`src/rtl/tpu_params.svh`:
```
// Global sizing for the matrix engine external access port
// Included by the packages and by any module that needs the raw numbers
// Word and address widths here set the shared memory geometry

`ifndef TPU_PARAMS_SVH
`define TPU_PARAMS_SVH

//////////////////////////////
// Datapath widths
//////////////////////////////

`define TPU_DATA_WIDTH	32			// One data word
`define TPU_ADDR_WIDTH	8			// 256 words of shared memory

//////////////////////////////
// Host port
//////////////////////////////

// Store buffer depth, also the longest legal request
`define TPU_BUFF_SIZE	16

// Marker sent back once a store has fully landed in memory
`define TPU_NOTIFY_WORD	32'h5A5A_0D0E

`endif

```
`src/rtl/pkg_tpu.sv`:
```
// Engine-side types shared by the host port handler and the address generators
// Word, address and the strided access configuration live here

`include "tpu_params.svh"

package pkg_tpu;

	// One word on the host port and in memory
	typedef logic [`TPU_DATA_WIDTH-1:0]	data_t;

	// Word address into the shared memory
	typedef logic [`TPU_ADDR_WIDTH-1:0]	address_t;

	// Strided access, decoded from the request header
	typedef struct packed {
		address_t	base;			// First address
		address_t	stride;			// Added after each access
		address_t	length;			// Number of words, 1 up to buffer size
	} access_cfg_t;

	// Bit 0 of the command word
	typedef enum logic {
		CMD_STORE	= 1'b0,
		CMD_LOAD	= 1'b1
	} cmd_kind_t;

endpackage

```
`src/rtl/pkg_mem.sv`:
```
// Shared memory types
// Request format seen by the arbiter and the memory, plus requester naming

package pkg_mem;

	import pkg_tpu::*;

	// One access on the shared memory port
	typedef struct packed {
		logic		we;				// Set for a write
		address_t	addr;
		data_t		wdata;			// Ignored on reads
	} mem_req_t;

	// Requesters behind the arbiter
	typedef enum logic {
		PEER_STORE	= 1'b0,
		PEER_LOAD	= 1'b1
	} peer_t;

endpackage

```
`src/rtl/mem_arbiter.sv`:
```
// Round-robin arbiter in front of the shared data memory
// Grants one requester per cycle; the last winner yields on a tie.
// Read data returns to the load peer one cycle after its grant

module mem_arbiter (
	input	logic					clock,
	input	logic					reset,
	input	logic					st_req,
	input	pkg_mem::mem_req_t		st_mem_req,
	input	logic					ld_req,
	input	pkg_mem::mem_req_t		ld_mem_req,
	output	logic					st_grant,
	output	logic					ld_grant,
	output	pkg_mem::mem_req_t		mem_req,
	output	logic					mem_en,
	input	pkg_tpu::data_t			rdata,
	output	logic					ld_valid,
	output	pkg_tpu::data_t			ld_data
);

	import pkg_mem::*;

	peer_t		last_win;
	logic		ld_tag;			// Load granted last cycle

	assign st_grant	= st_req & (~ld_req | (last_win == PEER_LOAD));
	assign ld_grant	= ld_req & ~st_grant;

	assign mem_en	= st_grant | ld_grant;
	assign mem_req	= st_grant ? st_mem_req : ld_mem_req;

	assign ld_valid	= ld_tag;
	assign ld_data	= rdata;

	always_ff @(posedge clock) begin
		if (reset) begin
			last_win <= PEER_LOAD;		// Store goes first on an early tie
			ld_tag   <= 1'b0;
		end else begin
			if (st_grant)      last_win <= PEER_STORE;
			else if (ld_grant) last_win <= PEER_LOAD;
			ld_tag <= ld_grant;
		end
	end

endmodule

```
`config.mk`:
```
export PLATFORM = sky130hd
export DESIGN_NAME = mem_arbiter
export DESIGN_NICKNAME = d
export VERILOG_FILES = /design/src/rtl/pkg_tpu.sv /design/src/rtl/pkg_mem.sv /design/src/rtl/mem_arbiter.sv
export VERILOG_INCLUDE_DIRS = /design/src /design/src/rtl
export SDC_FILE = /design/constraint.sdc
export NUM_CORES = 1
export LEC_CHECK = 0
export ABC_AREA = 1
export CAP_MARGIN = 20
export CORE_AREA = 2 2 75 77
export CTS_CLUSTER_SIZE = 40
export DETAILED_ROUTE_END_ITERATION = 12
export DIE_AREA = 0 0 77 79
export DONT_BUFFER_PORTS = 1
export GPL_ROUTABILITY_DRIVEN = 1
export GPL_TIMING_DRIVEN = 0
export PLACE_DENSITY = 0.33
export SYNTH_ARGS = -nofsm -noshare
export SYNTH_HDL_FRONTEND = slang
export SYNTH_SLANG_ARGS = --single-unit
```
`constraint.sdc`:
```
create_clock -name clock -period 2.6 [get_ports clock]
set_clock_uncertainty 0.1 [all_clocks]
set_input_delay 0.26 -clock clock [delete_from_list [all_inputs] [get_ports clock]]
set_output_delay 0.26 -clock clock [all_outputs]
set_load 0.005 [all_outputs]
```
==> out/metrics.csv <==
metric;value;unit
synth_xor_area_share;0;%
vdd_ir_drop_max;0.206;mV
crit_type;reg2out;
vias;1122;
synth-seq-area-share;4.28;%
rows;27;
synthCells;182;
grt_pass1_vias;951;
place_congestion;0.632;
ant_nets;0;
fmax;656;MHz
initial_core_util;17.5;%
final-hold-violation-count;0;
grt-ovfl-total;0;
numCtsBuffers;3;
post-place-ws;1.29;ns
stdcell_count;257;
worstHoldPathType;in2reg;
fin_crit_sh;58.6;%
synth_compound_area_share;1.34;%
layout-drive-gt1-share;27.6;%
dieArea;6080;µm²
synth_mux_area_share;0;%
p_leak;0.653;nW
grt_setup_unrepaired;no;
worst-path-buf-inv;2;
synth_seq_cells;2;
cts_sinks;2;
finalSetupTns;0;ns
insertion_delay;0.21;ns
status;completed;
ctsHoldBuffers;0;
final_common_cell;nand2_1;
synthSimpleGateAreaFrac;58.0;%
synth_fa_ha_area_share;0;%
wl;3.45;mm
syn_nets;300;
yosys.area.top_type;nand2_1;
worst_pin_slew;0.220;ns
crit_path_end_kind;primary output;
die_w;77;µm
clockRootBuffer;clkbuf_8;
critPathArrivalTime;1.16;ns
p_total;0.000332;W
drt_iter0_markers;19;
dp.cells;254;
fp.dieH;79;µm
n_antenna_cell;0;
crit_family;flip-flops;
dp_hpwl;2.84;mm
drc;0;
post_drt_wl_per_cell;13.4;µm
synth_top_family_by_area;simple AND/OR/NAND/NOR gates;
dr.pass1.iters;4;
cap_violations;0;
clk_pin_slew_worst_paths;0.03;ns
htree_num_levels;1;
grt_start_max_net_pins;11;
avgSynthCellArea;5.14;µm²
grt.total_usage;9.14;%
cts_tree;done;
core;5340;µm²
clock_path_buffers;2;
p_per_area;311;nW/µm²
yosys.area.top_type_share;33.7;%
syn-cell-area;936;µm²
antenna_found_initial;0;
cts_resized;0;
finalCriticalPeriod;1.52;ns
yosysWarningCount;0;
port_buffers;0;
max_stage_delay;0.34;ns
mostFrequentLayoutCells;nand2_1, nand3_1, buf_4;
pin_count;195;
required;2.24;ns
slew_viol_final;0;
via_per_inst;4.37;
cpMaxStageDelayCell;dfxtp_1;
crit_chain;inv_2 > nand2_4 > buf_2 > nand3_1 > nand2_1;
fin_util;20.0;%
grt_first_pass_wirelength;4.60;mm
ys_types;10;
start_kind;flip-flop;
area_growth_syn_to_layout;14.0;%
reg2reg_setup_slack;1.52;ns
crit_fanout;10;
slew_headroom;85.3;%
finalSetupViolations;0;
finalNetCount;305;
post_cts_buffers;0;
yosys-top-cells-area;nand2_1, buf_4, nand3_1;
final.setup.worst_slack;1.08;ns
## report_power, final
group          switching (W)  leakage [nW]  internal (W)   total, W
logic               0.000100         0.615     0.0000757   0.000176
registers         0.00000142        0.0166     0.0000331  0.0000345
clock network      0.0000233        0.0216     0.0000978   0.000121
## worst reg2reg max path, cell delays in order (launching register included)
cell	delay, ns
dfxtp_1	0.34
inv_2	0.06
nand2_4	0.11
buf_2	0.23
o211ai_1	0.11
## worst paths after layout
kind / end / start / depth (start not counted)
min reg2reg: last_win / last_win / 2
max reg2reg: last_win / last_win / 4
max: mem_req[23] / last_win / 5
min: last_win / reset / 2
## kinds of logic (layout without fill, tap and decap cells)
kind of cell	count (synthesis)	after routing
AOI/OAI and AO/OA	2	2
buffers and inverters	51	54
DFF	2	2
and+or+nand+nor	127	127
## cell type report
class / instances / area [µm²]
plain buffers: 45 / 318
clock buffers: 3 / 41.3
fillers: 670 / 4270
inverters: 6 / 22.5
multi-input cells: 129 / 556
flip-flops and latches: 2 / 40.0
well taps: 72 / 90.1
## state kept, by name, summed over array words and instances, names as in the netlist
register	flops
ld_valid	1
last_win	1
## cells in the mapped netlist
master and instances:
dfxtp_1 2, inv_1 5, buf_4 37, nand2_1 84
inv_2 1, a21oi_1 1, buf_2 8, nand2_4 2
o211ai_1 1, nand3_1 41
## metrics by stage
step / area [µm²] / hold WS (ns)
final: 1070 / 0.104
after global routing: 1070 / 0.103
after global placement: 1030 / 0.311
after floorplan: 936 / 0.294
after CTS: 1070 / 0.100
after detailed placement: 1030 / 0.318
## metal layers
layer / part of all wire [%] / GRT usage, % / wire length, µm
met1: 37 / 10.7 / 1270
met2: 53 / 17.2 / 1820
met3: 10 / 2.39 / 358
met4: 0.23 / 1.07 / 8
met5: 0 / 0 / 0
Power figures use the tool's default switching activity.
