===== config.mk =====
export PLATFORM = sky130hd
export DESIGN_NAME = stride_agu
export DESIGN_NICKNAME = d
export VERILOG_FILES = /design/src/rtl/pkg_tpu.sv /design/src/rtl/pkg_mem.sv /design/src/rtl/stride_agu.sv
export VERILOG_INCLUDE_DIRS = /design/src /design/src/rtl
export SDC_FILE = /design/constraint.sdc
export NUM_CORES = 1
export LEC_CHECK = 0
export BUFFER_PORTS_ARGS = -buffer_cell sky130_fd_sc_hd__buf_2
export CORE_UTILIZATION = 42
export CTS_CLUSTER_DIAMETER = 50
export DETAILED_ROUTE_END_ITERATION = 10
export HOLD_SLACK_MARGIN = 0.12
export PLACE_DENSITY = 0.8
export RECOVER_POWER = 100
export SYNTH_ARGS = -nofsm -noshare
export SYNTH_HDL_FRONTEND = slang
export SYNTH_SLANG_ARGS = --single-unit

===== constraint.sdc =====
create_clock -name clock -period 1.99 [get_ports clock]
set_clock_uncertainty 0.1 [all_clocks]
set_input_delay 0.398 -clock clock [delete_from_list [all_inputs] [get_ports clock]]
set_output_delay 0.398 -clock clock [all_outputs]
set_load 0.005 [all_outputs]

===== src/rtl/tpu_params.svh =====
// Global sizing for the matrix engine external access port
// Included by the packages and by any module that needs the raw numbers
// Word and address widths here set the shared memory geometry

`ifndef TPU_PARAMS_SVH
`define TPU_PARAMS_SVH

//////////////////////////////
// Datapath widths
//////////////////////////////

`define TPU_DATA_WIDTH	32			// One data word
`define TPU_ADDR_WIDTH	8			// 256 words of shared memory

//////////////////////////////
// Host port
//////////////////////////////

// Store buffer depth, also the longest legal request
`define TPU_BUFF_SIZE	16

// Marker sent back once a store has fully landed in memory
`define TPU_NOTIFY_WORD	32'h5A5A_0D0E

`endif


===== src/rtl/pkg_tpu.sv =====
// Engine-side types shared by the host port handler and the address generators
// Word, address and the strided access configuration live here

`include "tpu_params.svh"

package pkg_tpu;

	// One word on the host port and in memory
	typedef logic [`TPU_DATA_WIDTH-1:0]	data_t;

	// Word address into the shared memory
	typedef logic [`TPU_ADDR_WIDTH-1:0]	address_t;

	// Strided access, decoded from the request header
	typedef struct packed {
		address_t	base;			// First address
		address_t	stride;			// Added after each access
		address_t	length;			// Number of words, 1 up to buffer size
	} access_cfg_t;

	// Bit 0 of the command word
	typedef enum logic {
		CMD_STORE	= 1'b0,
		CMD_LOAD	= 1'b1
	} cmd_kind_t;

endpackage


===== src/rtl/pkg_mem.sv =====
// Shared memory types
// Request format seen by the arbiter and the memory, plus requester naming

package pkg_mem;

	import pkg_tpu::*;

	// One access on the shared memory port
	typedef struct packed {
		logic		we;				// Set for a write
		address_t	addr;
		data_t		wdata;			// Ignored on reads
	} mem_req_t;

	// Requesters behind the arbiter
	typedef enum logic {
		PEER_STORE	= 1'b0,
		PEER_LOAD	= 1'b1
	} peer_t;

endpackage


===== src/rtl/stride_agu.sv =====
// Strided address generator
// Loaded by a start pulse, then requests one access per grant
// until length accesses are done. WRITE picks store or load at elaboration

module stride_agu #(
	parameter bit	WRITE	= 1'b0
)(
	input	logic					clock,
	input	logic					reset,
	input	logic					start,
	input	pkg_tpu::access_cfg_t	cfg,
	input	pkg_tpu::data_t			wdata,
	output	logic					req,
	output	pkg_mem::mem_req_t		mem_req,
	input	logic					grant,
	output	logic					term
);

	import pkg_tpu::*;

	logic			active;
	address_t		addr_r;
	address_t		stride_r;
	address_t		remain;			// Accesses still to issue

	assign req				= active;
	assign term				= grant & (remain == address_t'(1));

	assign mem_req.we		= WRITE;
	assign mem_req.addr		= addr_r;
	assign mem_req.wdata	= WRITE ? wdata : '0;

	// Control
	always_ff @(posedge clock) begin
		if (reset) begin
			active <= 1'b0;
			remain <= '0;
		end else if (start) begin
			active <= 1'b1;
			remain <= cfg.length;
		end else if (grant && active) begin
			remain <= remain - 1'b1;
			if (remain == address_t'(1)) active <= 1'b0;
		end
	end

	// Address walk, wraps with the address width
	always_ff @(posedge clock) begin
		if (start) begin
			addr_r   <= cfg.base;
			stride_r <= cfg.stride;
		end else if (grant && active) begin
			addr_r <= addr_r + stride_r;
		end
	end

endmodule


==> run_results.csv <==
group,metric,value,unit
status,status,"finished, violations left",
status,violations,"setup timing",
global_route,antenna_found_initial,0,
sta,setup_viol,1,
clock_network,clk_latency,260,ps
detailed_routing,dr.pass1.iters,4,
final_layout,fin_area,1880,sq um
global_route,grt_pass1_wl,4.73,mm
final_layout,area_growth,17.7,%
hold_path,holdCritPathClass,"input port to register",
sta,fin_crit,2090,ps
sta,slew_headroom,44.1,%
sta,max_freq,0.478,GHz
sta,finalCritPeriodShare,105,%
clock_network,cts_htree_levels,1,
clock_network,clock-sinks,25,
clock_network,cts.reportedPaths.clkPinSlew,90,ps
global_route,grt_max_degree,21,
global_route,grt_pass1_vias,1047,
final_layout,n_antenna_cell,0,
global_route,grt_use_total,14.9,%
clock_network,cts-root-buf,"clkbuf_8",
power_and_ir_drop,leakagePower,0.000834,uW
setup_path,critPathKind,"register to output port",
setup_path,required,1490,ps
global_route,grt_overflow,0,
detailed_routing,wirelength,2.78,mm
clock_network,cts_made_buffers,3,
yosys,synth-async-reset-ratio,0,%
setup_path,cp.arrival,1600,ps
final_layout,seq_area,663,sq um
sta,fin_tns_setup,-104,ps
power_and_ir_drop,fin_total_pwr,1400,uW
detailed_routing,drc,0,
die,ios,103,
sta,postLayoutSetupSlackWorst,-104,ps
yosys,yosysTopAreaCell,"edfxtp_1",
die,core.rowCount,22,
yosys,synth.avg_cell_area,10.1,sq um
final_layout,fillers,358,
setup_path,cp-start-kind,"register",
final_layout,fin_nets,277,
sta,finalMaxSlewViolations,0,
setup_path,crit_path_end_kind,"output port",
yosys,ys.warnings.count,0,
yosys,netlist_area,1600,sq um
detailed_routing,vias,1127,
setup_path,critical_path.max_fanout,3,
detailed_routing,wl_per_cell,10.9,um
sta,tightest_slew,839,ps
placed_design,port_buffers,37,
power_and_ir_drop,power_density,745,nW/um^2
sta,rsz0062_at_grt,"yes",
die,core,3660,sq um
clock_network,cts_tree,"built",
die,die_x,63.7,um
yosys,synth_enable_flop_cells,16,
job,cap_violations,0,
die,die_h,63.7,um
die,dieArea,4050,sq um
detailed_routing,drt_iter0_markers,17,
yosys,synth_cell_type_count,36,
clock_network,clockBufferDepth,2,
detailed_routing,routed_via_density,4.44,
yosys,ys_top_cells_by_area,"edfxtp_1 (30%), buf_4 (16%), dfxtp_1 (11%)",
placed_design,gp_congestion,0.827,
die,start_util,43.6,%
sta,finalHoldViolCount,0,
placed_design,place_area,1750,sq um
detailed_routing,ant_nets,0,
power_and_ir_drop,max-vdd-ir-drop,0.000443,V
final_layout,multi_input_area,837,sq um
placed_design,hpwl,2.06,mm
yosys,ys_seq_area_share,41.4,%
final_layout,layout-drive-gt1-share,30.1,%
yosys,synth_flop_cell,"edfxtp_1",
yosys,yosysTopAreaCellShare,30.1,%
yosys,ys_ff_latch,25,
yosys,syn_inst,158,
routing by layer:
layer,vias up,GRT usage [%],wire (um)
met4,0,3.41,12
met5,-,0,0
met2,39,25.0,1320
met3,2,2.36,153
met1,508,19.8,1290
li1,578,-,-
layout by cell type, fill, tap and decap left out, drive strengths merged, types with 9 or more instances in the layout:
master,synthesis,layout
a21oi,11,11
nor2,10,10
conb,1,33
nand2,10,10
dfxtp,9,9
edfxtp,16,16
ha,9,9
clkbuf,2,13
buf,34,39
Yosys cell counts (2+ instances only):
master and number:
nor2_1 10, or3_4 2, nand2_1 10, o21ai_0 6
ha_1 9, a211oi_1 2, nor3_1 2, edfxtp_1 16
mux2i_1 2, dfxtp_1 9, a21o_1 2, nor4_1 2
mux2_2 2, a21oi_1 11, clkbuf_1 2, xnor2_1 6
buf_4 34, inv_1 5, nand3_1 4, xor2_1 6
report_power, final:
part | switching (uW) | internal (uW) | leakage [uW]
clock | 154 | 143 | 0.0000228
sequential | 38.1 | 621 | 0.000234
combinational | 217 | 226 | 0.000578
total | 410 | 990 | 0.000834
sequential cells by signal (all words and copies together), names as in the netlist:
register / count
remain: 8
stride_r: 8
addr_r: 8
req: 1
timing repair:
action | CTS | global route
pin swaps | 1 | 6
setup endpoints to repair | 2 | 5
setup buffers | 0 | 4
gates resized for setup | 4 | 14
hold buffers | 0 | 0
critical path, cell delays in order, from the launching register on:
cell and delay (ps):
dfxtp_2 330, or3_4 380, or3_4 370, nor3_4 120, buf_2 130
cell type report:
cell class,count,share of cell area [%]
Tap cell,48,3.20
Sequential cell,25,35.3
Clock buffer,4,2.40
Multi-Input combinational cell,123,44.5
Timing Repair Buffer,48,13.4
Inverter,6,1.20
kinds of logic (layout without fill, tap and decap cells):
| kind of cell | Yosys count | after routing | synth area share (%) |
|---|---|---|---|
| AO/OA/AOI/OAI | 27 | 27 | 10.2 |
| multiplexers | 4 | 4 | 2.66 |
| XOR/XNOR | 12 | 12 | 6.58 |
| adder cells (fa/ha/maj) | 10 | 10 | 8.31 |
| buffers and inverters | 42 | 58 | 17.9 |
| AND/OR/NAND/NOR | 37 | 37 | 12.8 |
| flip-flops | 25 | 25 | 41.4 |
| other | 1 | 33 | 0.235 |
stage by stage:
stage	hold slack (ps)	util, %	std cells	setup WS, ps
finish	203	51.3	254	-104
global route	193	51.3	254	-172
CTS	199	49.3	250	-114
detailed placement	423	47.8	246	-22.0
global placement	423	47.8	246	39.6
floorplan	397	-	190	120
worst paths after layout:
check | start | cells after the start | to | slack, ps
worst max-delay path | remain[2] | 4 | term | -100
worst min-delay path | cfg[9] | 1 | stride_r[1] | 200
worst max register to register | addr_r[0] | 7 | addr_r[6] | 30
worst min register to register | req | 2 | req | 440
(Power assumes the default switching activity.)
